==> config.mk <==
export PLATFORM = sky130hd
export DESIGN_NAME = xg_mac_rx
export DESIGN_NICKNAME = d
export VERILOG_FILES = /design/src/hdl/xg_mac_pkg.sv /design/src/hdl/xg_mac_rx.sv /design/src/hdl/xg_rx_framer.sv /design/src/hdl/xg_fcs_checker.sv /design/src/hdl/crc32_ethernet_x32.sv
export SDC_FILE = /design/constraint.sdc
export NUM_CORES = 1
export LEC_CHECK = 0
export BUFFER_PORTS_ARGS = -buffer_cell sky130_fd_sc_hd__buf_4
export CAP_MARGIN = 20
export CORE_ASPECT_RATIO = 1.5
export CORE_UTILIZATION = 38
export DETAILED_ROUTE_END_ITERATION = 10
export GPL_ROUTABILITY_DRIVEN = 0
export PLACE_DENSITY_LB_ADDON = 0.25
export SLEW_MARGIN = 5
export SYNTH_ARGS = -nofsm -noshare
export SYNTH_HDL_FRONTEND = slang
export SYNTH_SLANG_ARGS = --single-unit
==> constraint.sdc <==
create_clock -name xgmii_rx_clk -period 8.8 [get_ports xgmii_rx_clk]
set_clock_uncertainty 0.15 [all_clocks]
set_input_delay 2.2 -clock xgmii_rx_clk [delete_from_list [all_inputs] [get_ports xgmii_rx_clk]]
set_output_delay 2.2 -clock xgmii_rx_clk [all_outputs]
set_load 0.03 [all_outputs]
==> src/hdl/xg_mac_pkg.sv <==
`default_nettype none

package xg_mac_pkg;

	////////////////////
	// XGMII constants

	// Byte lanes per XGMII word, lane 3 is leftmost
	localparam int xgmii_lanes = 4;

	// Control characters, valid only where the lane's ctl bit is set
	localparam logic [7:0] xgmii_ctl_start = 8'hfb;
	localparam logic [7:0] xgmii_ctl_end   = 8'hfd;
	localparam logic [7:0] xgmii_ctl_error = 8'hfe;
	localparam logic [7:0] xgmii_ctl_idle  = 8'h07;

	// Rest of the preamble plus SFD, the only word allowed after Start
	localparam logic [31:0] xgmii_preamble_sfd = 32'h55_55_55_d5;

	////////////////////
	// Bus types

	// Number of valid bytes in a word, 0 to 4
	typedef logic [2:0] byte_count_t;

	// One receive word as it comes off the PCS
	typedef struct packed {
		logic        valid;
		logic [3:0]  ctl;
		logic [31:0] data;
	} xgmii_word_t;

	// Upper-layer stream, act on data only after commit
	typedef struct packed {
		logic        start;
		logic        data_valid;
		byte_count_t bytes_valid;
		logic [31:0] data;
		logic        commit;
		logic        drop;
	} eth_rx_bus_t;

	// Framer to checker, FCS in wire order plus end/abort strobes
	typedef struct packed {
		logic        fcs_end;
		logic        abort;
		logic [31:0] fcs;
	} fcs_word_t;

	// Receive FSM
	typedef enum logic [1:0] {
		rx_idle     = 2'd0,
		rx_preamble = 2'd1,
		rx_body     = 2'd2
	} rx_state_t;

endpackage

`default_nettype wire
==> src/hdl/xg_mac_rx.sv <==
`timescale 1ns/1ps
`default_nettype none

module xg_mac_rx import xg_mac_pkg::*; #(
	// CRC pipeline depth, shared by the engine and the checker
	parameter int crc_latency = 2
) (
	input  logic        xgmii_rx_clk,
	input  logic        reset,
	input  xgmii_word_t xgmii_rx,
	output eth_rx_bus_t rx_bus
);

	eth_rx_bus_t frame_out;
	fcs_word_t   fcs_report;
	logic [31:0] crc_value;
	logic        commit;
	logic        drop;

	////////////////////
	// Framing

	xg_rx_framer i_xg_rx_framer (
		.xgmii_rx_clk (xgmii_rx_clk),
		.reset        (reset),
		.xgmii_rx     (xgmii_rx),
		.frame_out    (frame_out),
		.fcs_report   (fcs_report)
	);

	////////////////////
	// Checksum

	// Fed with exactly the payload bytes the upper layer sees
	crc32_ethernet_x32 #(
		.crc_latency (crc_latency)
	) i_crc32_ethernet_x32 (
		.xgmii_rx_clk (xgmii_rx_clk),
		.reset        (reset),
		.clear        (frame_out.start),
		.advance      (xgmii_rx.valid),
		.din_len      (frame_out.bytes_valid),
		.din          (frame_out.data),
		.crc_value    (crc_value)
	);

	xg_fcs_checker #(
		.crc_latency (crc_latency)
	) i_xg_fcs_checker (
		.xgmii_rx_clk (xgmii_rx_clk),
		.reset        (reset),
		.advance      (xgmii_rx.valid),
		.fcs_report   (fcs_report),
		.crc_value    (crc_value),
		.commit       (commit),
		.drop         (drop)
	);

	// Data fields from the framer, verdict from the checker
	always_comb begin
		rx_bus        = frame_out;
		rx_bus.commit = commit;
		rx_bus.drop   = drop;
	end

endmodule

`default_nettype wire

==> src/hdl/xg_rx_framer.sv <==
`timescale 1ns/1ps
`default_nettype none

module xg_rx_framer import xg_mac_pkg::*; (
	input  logic        xgmii_rx_clk,
	input  logic        reset,
	input  xgmii_word_t xgmii_rx,
	output eth_rx_bus_t frame_out,
	output fcs_word_t   fcs_report
);

	////////////////////
	// Lane decoding

	logic [xgmii_lanes-1:0] lane_has_end;
	logic [xgmii_lanes-1:0] lane_has_error;
	logic                   start_detect;

	// End and Error may show up in any lane
	always_comb begin
		for (int i = 0; i < xgmii_lanes; i++) begin
			lane_has_end[i]   = xgmii_rx.ctl[i] && (xgmii_rx.data[8*i +: 8] == xgmii_ctl_end);
			lane_has_error[i] = xgmii_rx.ctl[i] && (xgmii_rx.data[8*i +: 8] == xgmii_ctl_error);
		end
	end

	// Start is only legal in the leftmost lane
	assign start_detect = xgmii_rx.ctl[3] && (xgmii_rx.data[31:24] == xgmii_ctl_start);

	////////////////////
	// Receive FSM

	rx_state_t   rx_state;
	logic        last_was_preamble;
	logic        start_q;
	logic [31:0] held_data;
	logic        preamble_ok;

	// Exactly one all-data word 55 55 55 D5 after Start
	assign preamble_ok = (xgmii_rx.ctl == 4'b0000) && (xgmii_rx.data == xgmii_preamble_sfd);

	always_ff @(posedge xgmii_rx_clk) begin
		// start is a single-clock strobe
		start_q <= 1'b0;

		if (reset) begin
			rx_state          <= rx_idle;
			last_was_preamble <= 1'b0;
		end else if (xgmii_rx.valid) begin
			last_was_preamble <= 1'b0;

			case (rx_state)
				// Idles and stray errors are ignored here
				rx_idle: begin
					if (start_detect) begin
						rx_state <= rx_preamble;
					end
				end

				// Announce the frame one word early, even if the preamble is bad
				rx_preamble: begin
					start_q           <= 1'b1;
					last_was_preamble <= 1'b1;
					if (preamble_ok) begin
						rx_state <= rx_body;
					end else begin
						rx_state <= rx_idle;
					end
				end

				// End can land in any lane
				rx_body: begin
					if (|lane_has_end) begin
						rx_state <= rx_idle;
					end
				end

				default: begin
					rx_state <= rx_idle;
				end
			endcase

			// Error inside a frame wins over everything else
			if ((|lane_has_error) && (rx_state != rx_idle)) begin
				rx_state <= rx_idle;
			end
		end
	end

	// One-word holdback so the FCS never reaches the upper layer
	always_ff @(posedge xgmii_rx_clk) begin
		if (xgmii_rx.valid) begin
			held_data <= xgmii_rx.data;
		end
	end

	////////////////////
	// Output words and FCS splice

	logic        body_word;
	logic        data_valid;
	byte_count_t bytes_valid;
	logic [31:0] fcs_value;
	logic        fcs_end;
	logic        abort;

	assign body_word = xgmii_rx.valid && (rx_state == rx_body);

	always_comb begin
		data_valid  = 1'b0;
		bytes_valid = '0;
		fcs_value   = held_data;
		fcs_end     = 1'b0;

		if (body_word) begin
			if (lane_has_end[3]) begin
				// Held word is the whole FCS, nothing left for the upper layer
				fcs_value = held_data;
			end else if (lane_has_end[2]) begin
				data_valid  = 1'b1;
				bytes_valid = 3'd1;
				fcs_value   = {held_data[23:0], xgmii_rx.data[31:24]};
			end else if (lane_has_end[1]) begin
				data_valid  = 1'b1;
				bytes_valid = 3'd2;
				fcs_value   = {held_data[15:0], xgmii_rx.data[31:16]};
			end else if (lane_has_end[0]) begin
				data_valid  = 1'b1;
				bytes_valid = 3'd3;
				fcs_value   = {held_data[7:0], xgmii_rx.data[31:8]};
			end else if (!last_was_preamble) begin
				// Mid-frame, held word is plain payload
				// First body word still holds the SFD, skip it
				data_valid  = 1'b1;
				bytes_valid = 3'd4;
			end

			// Clean end only, an error on the same word turns it into an abort
			fcs_end = (|lane_has_end) && !(|lane_has_error);
		end
	end

	// Abort anywhere between Start and End
	assign abort = xgmii_rx.valid && (rx_state != rx_idle) && (|lane_has_error);

	////////////////////
	// Output assembly

	// commit and drop come from the checker at the top level
	assign frame_out = '{
		start:       start_q,
		data_valid:  data_valid,
		bytes_valid: bytes_valid,
		data:        held_data,
		commit:      1'b0,
		drop:        1'b0
	};

	assign fcs_report = '{
		fcs_end: fcs_end,
		abort:   abort,
		fcs:     fcs_value
	};

endmodule

`default_nettype wire

==> src/hdl/xg_fcs_checker.sv <==
`timescale 1ns/1ps
`default_nettype none

module xg_fcs_checker import xg_mac_pkg::*; #(
	// Must match the CRC engine depth
	parameter int crc_latency = 2
) (
	input  logic        xgmii_rx_clk,
	input  logic        reset,
	input  logic        advance,
	input  fcs_word_t   fcs_report,
	input  logic [31:0] crc_value,
	output logic        commit,
	output logic        drop
);

	////////////////////
	// Expected FCS delay line

	logic [crc_latency-1:0]     pending;
	logic [8*xgmii_lanes-1:0]   fcs_pipe [crc_latency];
	logic                       fcs_match;

	// Received FCS follows the CRC through the same number of valid words
	always_ff @(posedge xgmii_rx_clk) begin
		if (advance) begin
			fcs_pipe[0] <= fcs_report.fcs;
			for (int k = 1; k < crc_latency; k++) begin
				fcs_pipe[k] <= fcs_pipe[k-1];
			end
		end
	end

	assign fcs_match = (fcs_pipe[crc_latency-1] == crc_value);

	////////////////////
	// Verdict

	always_ff @(posedge xgmii_rx_clk) begin
		// Both verdicts are one-clock strobes
		commit <= 1'b0;
		drop   <= 1'b0;

		if (reset) begin
			pending <= '0;
		end else if (advance) begin
			// Pending flag walks alongside its FCS
			pending[0] <= fcs_report.fcs_end;
			for (int k = 1; k < crc_latency; k++) begin
				pending[k] <= pending[k-1];
			end

			// CRC of the last bytes has just arrived
			if (pending[crc_latency-1]) begin
				if (fcs_match) begin
					commit <= 1'b1;
				end else begin
					drop <= 1'b1;
				end
			end

			// Error character kills the frame and anything in flight
			if (fcs_report.abort) begin
				pending <= '0;
				commit  <= 1'b0;
				drop    <= 1'b1;
			end
		end
	end

endmodule

`default_nettype wire

==> src/hdl/crc32_ethernet_x32.sv <==
`timescale 1ns/1ps
`default_nettype none

module crc32_ethernet_x32 import xg_mac_pkg::*; #(
	// Stages from din to crc_value, at least 1
	parameter int crc_latency = 2
) (
	input  logic        xgmii_rx_clk,
	input  logic        reset,
	input  logic        clear,
	input  logic        advance,
	input  byte_count_t din_len,
	input  logic [31:0] din,
	output logic [31:0] crc_value
);

	////////////////////
	// CRC math

	// 04C11DB7 bit-reversed, for the LSB-first shift
	localparam logic [31:0] crc_poly_reflected = 32'hedb8_8320;
	localparam logic [31:0] crc_init           = 32'hffff_ffff;

	// Leftmost byte goes in first, each byte LSB first as on the wire
	function automatic logic [31:0] crc_update(
		input logic [31:0] crc_in,
		input logic [31:0] data,
		input byte_count_t len
	);
		logic [31:0] crc;
		logic [7:0]  data_byte;
		crc = crc_in;
		for (int i = 0; i < xgmii_lanes; i++) begin
			data_byte = data[8*(xgmii_lanes-1-i) +: 8];
			// Only the leftmost len bytes count
			if (i < int'(len)) begin
				for (int b = 0; b < 8; b++) begin
					if (crc[0] ^ data_byte[b]) begin
						crc = (crc >> 1) ^ crc_poly_reflected;
					end else begin
						crc = crc >> 1;
					end
				end
			end
		end
		return crc;
	endfunction

	// Final inversion, then bytes in the order they sit on XGMII
	// Low byte of the FCS is transmitted first, so it ends up leftmost
	function automatic logic [31:0] crc_to_wire(input logic [31:0] crc);
		logic [31:0] fcs;
		fcs = ~crc;
		return {fcs[7:0], fcs[15:8], fcs[23:16], fcs[31:24]};
	endfunction

	////////////////////
	// Pipeline

	// Stage 0 is the running remainder, later stages just delay it
	logic [31:0] crc_pipe [crc_latency];

	always_ff @(posedge xgmii_rx_clk) begin
		// Seed on reset and on every frame start
		if (reset || clear) begin
			crc_pipe[0] <= crc_init;
		end else if (advance) begin
			crc_pipe[0] <= crc_update(crc_pipe[0], din, din_len);
		end

		// Delay stages move in step with the valid words
		if (advance) begin
			for (int k = 1; k < crc_latency; k++) begin
				crc_pipe[k] <= crc_pipe[k-1];
			end
		end
	end

	// Result in wire order, ready to compare against the received FCS
	assign crc_value = crc_to_wire(crc_pipe[crc_latency-1]);

endmodule

`default_nettype wire

# == Word level (Yosys, flattened, before mapping) ==
# Memory sizes are Yosys's and may differ from the RTL's.
# Cells that the tools add are included.
# classes
add_sub_neg,0
mul,0
n_div,0
order_cmp,4
eq_ne,15
shift,0
n_mux,164
bitwise,68
reduce_logical,25
# ops
op,n
$mux W32,134
$not A13 Y14,32
$eq A8 B8 Y1 const B,9
$eq A32 B31 Y1 const B,1
$eq A32 B32 Y1,1
$not A32 Y32,1
$xor A1 B1 Y1,32
$mux W1,18
$mux W3,6
$logic_and A1 B1 Y1,15
$reduce_or A4 Y1,3
$mux W2,5
$lt A1 B3 Y1 const A,2
$lt A2 B3 Y1 const A,2
$ne A3 B1 Y1 const B,2
$pmux W2 S3,1
$logic_not A4 Y1,1
$reduce_and A3 Y1,1
$eq A2 B1 Y1 const B,1
$eq A2 B2 Y1 const B,1
$logic_not A2 Y1,1
$not A1 Y1,2
$reduce_bool A2 Y1,1
$reduce_or A2 Y1,1
3 further kinds,3
# word_totals
ff_bits,40
latch_bits,0
ramBits,128
mem_bits_ro,0
input_bits,39
output_inout_bits,39
word_cells,285
n_memories,2
# mem_list
name,words,width,read_ports,rd_ports_with_merged_regs,write_ports,line,text
i_crc32_ethernet_x32.crc_pipe,2,32,2,0,2,crc32_ethernet_x32.sv:61,logic [31:0] crc_pipe [crc_latency];
i_xg_fcs_checker.fcs_pipe,2,32,2,0,2,xg_fcs_checker.sv:21,logic [8*xgmii_lanes-1:0] fcs_pipe [crc_latency];

# == Longest topological paths before layout ==
# Gate-level depths: netlist of the first run.
# logic_depth
ltp_word,167
ltp_mapped,21
depth_no_buf,15

# == Modules after synthesis ==
# A second synthesis of the first run with hierarchy kept.
# hier_totals
hier_cells,1154
hier_area_um2,12348.1
# modules_own_cells
mod,n_inst,cells_each,area_per_inst_um2
crc32_ethernet_x32,1,779,7617.3
xg_fcs_checker,1,122,2417.3
xg_rx_framer,1,251,2298.5
xg_mac_rx,1,2,15.0

# == Worst setup path before layout of the first run ==
# OpenSTA, ideal clock, no wires.
# synth_timing
path_kind,input to register
from,input port xgmii_rx[2] (netlist name)
to,memory i_crc32_ethernet_x32.crc_pipe[0][23] (data pin)
setup_time_ps,150
arrival_time_ps,6625
required_ps,8500
slack_ps,1875
cell_stages,17
cell_sequence,nand4_1 > nor4b_1 > o31ai_1 > inv_1 > buf_4 > buf_2 > mux2i_1 > nor2_1 > a21oi_1 > nand3_2 > xnor2_1 > a211oi_4 > xnor2_4 > xnor3_2 > xor2_2 > mux2_4 > nor3_2
# synth_rtl
item,line,text
from (decl),xg_mac_rx.sv:10,"input xgmii_word_t xgmii_rx,"
to (decl),crc32_ethernet_x32.sv:61,

==> results of run 1 <==
through the flow:
stage	setup slack, ns	cells
floorplan	1.88	1262
global placement	1.00	1752
detailed placement	0.852	1752
CTS	1.33	1784
global route	1.00	1784
finish	1.26	1784
area by class of cell:
class / count / area share [%]
well taps: 473 / 3.92
multi-input cells: 1002 / 53.7
clock inverters: 15 / 1.37
repair buffers: 101 / 5.03
inverters: 8 / 0.199
clock buffers: 17 / 2.82
flip-flops and latches: 168 / 32.9
placed cells by master (no fill, tap or decap), drive strengths merged, types with 4 or more instances in the layout:
cell type / n
xnor2: 179
edfxtp: 160
nand2: 115
nor2: 115
buf: 101
xor2: 99
a21oi: 83
o21ai: 75
xnor3: 44
mux2i: 42
a22oi: 35
nand3: 18
clkbuf: 17
inv: 17
nand4: 16
nor4: 16
o211ai: 13
a211oi: 11
nor3: 11
a21o: 10
mux2: 9
nand2b: 8
dfxtp: 8
o31ai: 7
xor3: 7
or3: 6
and3: 6
clkinv: 6
or2: 5
and2: 5
nor4b: 5
nor2b: 4
nor3b: 4
a31oi: 4
a211o: 4
a311oi: 4
state kept, by name (all words and copies together) (netlist names):
name,cells
i_crc32_ethernet_x32.crc_pipe,64
i_xg_fcs_checker.fcs_pipe,64
i_xg_rx_framer.held_data,32
i_xg_rx_framer.last_was_preamble,1
i_xg_fcs_checker.pending,2
i_xg_fcs_checker.drop,1
i_xg_fcs_checker.commit,1
i_xg_rx_framer.start_q,1
i_xg_rx_framer.rx_state,2
power groups by stage:
stage	Combinational, uW	Sequential (uW)	Clock (uW)
detailed placement	751	986	0
CTS	756	968	813
global route	799	971	835
floorplan	561	972	0
global placement	749	985	0
finish	759	969	803
synthesized netlist by cell type (6+ instances only):
| library cell | n | area (um^2) |
|---|---|---|
| inv_1 | 7 | 26.3 |
| nand4_1 | 15 | 93.8 |
| a22oi_1 | 35 | 263 |
| xnor3_2 | 7 | 166 |
| nor2_1 | 115 | 432 |
| a211oi_1 | 10 | 75.1 |
| a21o_1 | 10 | 75.1 |
| dfxtp_1 | 8 | 160 |
| edfxtp_1 | 160 | 4800 |
| xnor2_1 | 154 | 1350 |
| nor4_1 | 14 | 87.6 |
| buf_6 | 11 | 124 |
| xnor3_1 | 34 | 766 |
| o31ai_1 | 7 | 52.6 |
| buf_4 | 8 | 60.1 |
| mux2i_1 | 36 | 360 |
| clkbuf_1 | 45 | 169 |
| xnor2_4 | 9 | 248 |
| nor3_1 | 8 | 40.0 |
| nand2_1 | 115 | 432 |
| a21oi_1 | 82 | 410 |
| o21ai_0 | 71 | 355 |
| xor2_1 | 91 | 797 |
| nand3_1 | 17 | 85.1 |
| xnor2_2 | 16 | 260 |
| or3_1 | 6 | 37.5 |
| nand2b_1 | 8 | 50.1 |
| buf_1 | 12 | 45.0 |
| o211ai_1 | 13 | 97.6 |
| mux2_2 | 8 | 90.1 |
worst paths after layout:
check,startpoint,end,depth (start not counted)
hold reg to reg,i_xg_fcs_checker.fcs_pipe[0][23]$_DFFE_PP_,i_xg_fcs_checker.fcs_pipe[0][55]$_DFFE_PP_,0
setup reg to reg,i_crc32_ethernet_x32.crc_pipe[0][0]$_SDFFCE_PN1P_,i_crc32_ethernet_x32.crc_pipe[0][21]$_SDFFCE_PN1P_,13
hold / removal,i_xg_fcs_checker.fcs_pipe[0][23]$_DFFE_PP_,i_xg_fcs_checker.fcs_pipe[0][55]$_DFFE_PP_,0
setup / recovery,xgmii_rx[4],i_crc32_ethernet_x32.crc_pipe[0][21]$_SDFFCE_PN1P_,18
metal layers:
metal	share of wire, %	vias to the layer above	track usage, %
met5	0	-	0
met3	4.7	97	3.71
met4	4.3	0	12.4
met2	53	362	46.2
li1	-	4627	-
met1	38	5003	28.2
kinds of logic (layout without fill, tap and decap cells):
kind of cell	Yosys count	in the layout	share of synthesized area [%]
and+or+nand+nor	345	345	12.3
AOI/OAI and AO/OA	277	277	13.4
buffers and inverters	92	141	3.52
DFF	168	168	36.9
muxes	51	51	4.26
xor gates and xnor gates	329	329	29.8
==> summary.txt, run 1 <==
Final layout
  – Register area: slightly below 0.005 mm^2
  – ANT cells: 0
  – Final core utilization: 43.1%
  – Multi-input combinational cell area: 0.00810 mm^2
  – Area Growth Syn to Fin: 11.9%
  – Share of layout cells above drive strength 1: roughly 17%
  – Design area: 0.0151 mm^2
  – Fill count: 3,288
  – Nets@finish: 1,337

Critical path
  – Reg2reg setup slack: ~2.5 ns
  – CP endpoint kind: register
  – CP Launch Type: input pin
  – Req. time, crit path: 8.88 ns
  – CP max-delay cell: o31ai_4
  – CP dominant cell by count: buf_4
  – Slowest stage delay, CP: 0.70 ns
  – Crit path max fanout: 16
  – CP Class: input pin to register
  – Arrival time at the worst endpoint: around 7.6 ns
  – CP bufs+invs: 4
  – Crit path cell chain: buf_4, nand4_1, nor4b_1, buf_4, o31ai_4, inv_1, mux2_2, a211o_1, mux2i_1, nor3_2, buf_4, xor2_2, xnor3_2, nor3b_1, nor4_4, xnor2_2, xnor3_1, a21o_1
  – Delay-heaviest family, CP: XOR/XNOR gates

Drt
  – Per-cell routed wire length: approximately 25 um
  – Vias per cell: ~5.7
  – # DRC: 0
  – Vias: 10,100
  – DR iter-0 viols: 852
  – Final ANT Viol Nets: 0
  – Pre-antenna DRT Iters: 5
  – Total wire length: 44,300 um

Pwr
  – Final Total Pwr: approximately 2500 uW
  – Peak supply drop: roughly 0.11 mV
  – P per Cell Area: around 170 mW/mm^2
  – Comb pwr share: 30.0%
  – Sequential Power Share: between 30% and 40%
  – Switching Fraction: between 30% and 40%
  – Leakage Power: 0.00537 uW
  – Int Power: roughly 1700 uW
  – Clk pwr share: between 30% and 40%
  – NetSw: 857 uW

Global routing
  – Grt ovf: 0
  – Antenna violations before repair: 0
  – First-pass GRT wire length: ~65,000 um
  – Largest net degree at the start of global routing: 74
  – Total track usage: 25.2%
  – Vias in the first global route: 9,828

Timing
  – Least-Margin Pin Slew: 1.01 ns
  – Setup TNS: 0 ns
  – Fmax: 0.133 GHz
  – Max-slew headroom: between 30% and 40%
  – Final setup violation count: 0
  – Minimum clock period: approximately 7.5 ns
  – Tcrit/Tclk final: 85.6%
  – Endpoints failing hold: 0
  – Slew Viols, Final: 0
  – Fin Hold WS: 0.273 ns
  – Unrepaired setup endpoints after global routing: false

Clocking
  – Setup bufs post-CTS: 0
  – Root Driver: clkbuf_16
  – CTS H-Tree Depth: 4
  – CTS clk-pin slew, worst paths: 0.08 ns
  – Longest Clk Path Bufs: 2
  – Clk Latency, worst-skew pair: 0.46 ns
  – Clk sink count: 168
  – Hold-fix buffers, CTS: 0
  – Post-CTS Resized: 0
  – CTS tree: built
  – CTS Buf Count: 17

Min path
  – Hold Crit Class: register to register

Synth
  – Synth async-reset ratio: 0%
  – Number of synthesized flops with an enable pin: 160
  – YS warnings: 0
  – Mapped Cells: 1,262
  – #FFs+latches synth: 168
  – Top_reg_cell synth: edfxtp_1
  – Avg Cell Area, Syn: 10.7 um^2
  – Post-synthesis sequential area ratio: 36.9%
  – Cell variety after synth: slightly above 90
  – Net Count, Synth: between 1,000 and 1,500
  – Mapped Area: 0.0135 mm^2

Floorplanning
  – Num rows: between 80 and 90
  – Die footprint: around 0.036 mm^2
  – Die height: 233 um
  – Io pins: 78
  – Starting Density: between 30% and 40%
  – Core Region: 0.0350 mm^2
  – Die width: 156 um

Placed design
  – Area after DPL: roughly 0.014 mm^2
  – IO Port Bufs: between 70 and 80
  – Final HPWL DP: 34,300 um

Run status
  – Status: completed

Flow run
  – Max-Cap Viols: 0
No activity file was read; power rests on OpenSTA's default activity.
==> run 2, diff against run 1 <==
--- a/config.mk
+++ b/config.mk
@@ -8,7 +8,7 @@
 export BUFFER_PORTS_ARGS = -buffer_cell sky130_fd_sc_hd__buf_4
 export CAP_MARGIN = 20
 export CORE_ASPECT_RATIO = 1.5
-export CORE_UTILIZATION = 38
+export CORE_UTILIZATION = 34
 export DETAILED_ROUTE_END_ITERATION = 10
 export GPL_ROUTABILITY_DRIVEN = 0
 export PLACE_DENSITY_LB_ADDON = 0.25
==> run 2 against run 1 <==
Clock-buffer cell count stayed put. Total power is 0.18% higher. Critical path depth is 2 lower. Utilization is 4.0 points lower. Register-to-register slack better by 0.25 ns. Non-clock buffer count is 3 higher. First-iteration DRC count is 5.4% higher. Flip-flop and latch count stayed put. Worst setup slack better by 0.20 ns. Cell count is 1.4% higher.
==> summary.txt, run 2 (synthesis gave the netlist of run 1 again) <==
Critical path
  – Reg2reg setup slack: approximately 2.8 ns
  – CP Launch Type: input pin
  – Req. time, crit path: 8.98 ns
  – CP Class: input pin to register
  – CP endpoint kind: register
  – Crit path max fanout: 57
  – Arrival time at the worst endpoint: 7.51 ns
  – Reg2Reg Depth: 15

Placed design
  – Post-Place Cells: between 1,500 and 2,000
  – IO Port Bufs: 77
  – Final HPWL DP: roughly 35,000 um
  – Post-Place Worst Slack: 1.06 ns

Final layout
  – Register area: about 0.0050 mm^2
  – Share of layout cells above drive strength 1: 17.4%
  – Area Growth Syn to Fin: 12.4%
  – Largest regs: i_crc32_ethernet_x32.crc_pipe x64, i_xg_fcs_checker.fcs_pipe x64, i_xg_rx_framer.held_data x32
  – Multi-input combinational cell area: 0.00810 mm^2
  – Most frequent cells in the layout: edfxtp_1, xnor2_1, nand2_1, nor2_1, buf_4
  – Finished Layout Cells: roughly 1,800
  – ANT cells: 0
  – Most common cell after layout, fill and taps aside: edfxtp_1
  – Nets@finish: around 1,300
  – Fill count: 3,777

Timing
  – Unrepaired setup endpoints after global routing: false
  – Final setup violation count: 0
  – Setup TNS: 0 ns
  – Minimum clock period: 7.33 ns
  – Fmax: around 0.14 GHz
  – PnR worst setup slack: 1.47 ns
  – Least-Margin Pin Slew: around 0.90 ns
  – Endpoints failing hold: 0
  – Tcrit/Tclk final: 83.3%
  – Slew Viols, Final: 0
  – Max-slew headroom: 40.1%

Min path
  – Hold Crit Class: register to register
  – Hold path depth: 0

Clocking
  – CTS tree: built
  – Setup bufs post-CTS: 0
  – Clk Latency, worst-skew pair: about 0.47 ns
  – CTS Buf Count: 17
  – Hold-fix buffers, CTS: 0
  – Clk sink count: around 170
  – Post-CTS Resized: 0
  – CTS H-Tree Depth: 4
  – Root Driver: clkbuf_16
  – Longest Clk Path Bufs: 2
  – CTS clk-pin slew, worst paths: roughly 0.090 ns

Pwr
  – Comb pwr share: 30.0%
  – Clk pwr share: between 30% and 40%
  – Peak supply drop: 0.157 mV
  – Sequential Power Share: 38.2%
  – Switching Fraction: 34.0%
  – NetSw: 862 uW
  – P per Cell Area: 167 mW/mm^2
  – Int Power: 1670 uW
  – Leakage Power: roughly 0.0054 uW

Drt
  – Vias: 9,977
  – Final ANT Viol Nets: 0
  – DR iter-0 viols: 898
  – Per-cell routed wire length: ~25 um
  – # DRC: 0
  – Total wire length: 45,200 um
  – Vias per cell: around 5.5
  – Pre-antenna DRT Iters: 5

Floorplanning
  – Starting Density: 34.8%
  – Die footprint: between 0.04 and 0.05 mm^2
  – Core Region: 0.0388 mm^2
  – Die width: 165 um
  – Die height: 246 um
  – Io pins: 78
  – Num rows: 88

Global routing
  – Antenna violations before repair: 0
  – Vias in the first global route: 9,934
  – Largest net degree at the start of global routing: 137
  – First-pass GRT wire length: 66,600 um
  – Total track usage: about 23%
  – Grt ovf: 0

Flow run
  – Max-Cap Viols: 0

Run status
  – Status: completed
## run 2: power groups by stage
stage | logic (uW) | registers [uW] | clock network, uW
5_1_grt | 806 | 972 | 843
4_1_cts | 760 | 969 | 819
3_5_place_dp | 755 | 987 | 0
2_1_floorplan | 561 | 972 | 0
3_3_place_gp | 753 | 986 | 0
6_report | 760 | 969 | 805
## run 2: per-stage QoR
step | utilization, % | total power (uW) | area, um^2 | hold slack [ns]
2_1_floorplan | - | 1530 | 13500 | 0.250
3_3_place_gp | 37.4 | 1740 | 14500 | 0.251
3_5_place_dp | 37.4 | 1740 | 14500 | 0.255
4_1_cts | 39.0 | 2550 | 15100 | 0.271
5_1_grt | 39.1 | 2620 | 15100 | 0.277
6_report | 39.1 | 2530 | 15100 | 0.271
## run 2: worst max-delay path: stages
cell	delay [ns]
buf_4	0.12
nand4_1	0.24
o31a_1	0.51
o31ai_4	0.12
buf_4	0.52
mux2i_2	0.40
xnor2_4	0.27
xor2_1	0.19
mux2i_4	0.31
xor2_1	0.54
xnor2_1	0.39
xnor3_1	0.60
a211oi_1	0.50
nor4_1	0.12
mux2_2	0.30
nor3_2	0.15
## run 2: final timing paths
check,startpoint,end
setup / recovery,xgmii_rx[30],i_crc32_ethernet_x32.crc_pipe[0][18]$_SDFFCE_PN1P_
hold / removal,i_xg_fcs_checker.fcs_pipe[0][24]$_DFFE_PP_,i_xg_fcs_checker.fcs_pipe[0][56]$_DFFE_PP_
setup reg to reg,i_crc32_ethernet_x32.crc_pipe[0][4]$_SDFFCE_PN1P_,i_crc32_ethernet_x32.crc_pipe[0][23]$_SDFFCE_PN1P_
hold reg to reg,i_xg_fcs_checker.fcs_pipe[0][24]$_DFFE_PP_,i_xg_fcs_checker.fcs_pipe[0][56]$_DFFE_PP_
## run 2: metal layers
metal	track usage (%)	wire, um	vias up	share of wire, %
met3	2.65	1520	81	3.4
li1	-	-	4623	-
met2	41.5	23900	299	53
met4	12.0	2240	0	5.0
met1	26.4	17600	4974	39
met5	0	0	-	0
## run 2: layout make-up
class / instances / share of cell area, %
Clock buffer: 17 / 2.81
Clock inverter: 15 / 1.36
Inverter: 8 / 0.198
Multi-Input combinational cell: 1002 / 53.5
Sequential cell: 168 / 32.8
Tap cell: 495 / 4.09
Timing Repair Buffer: 104 / 5.22
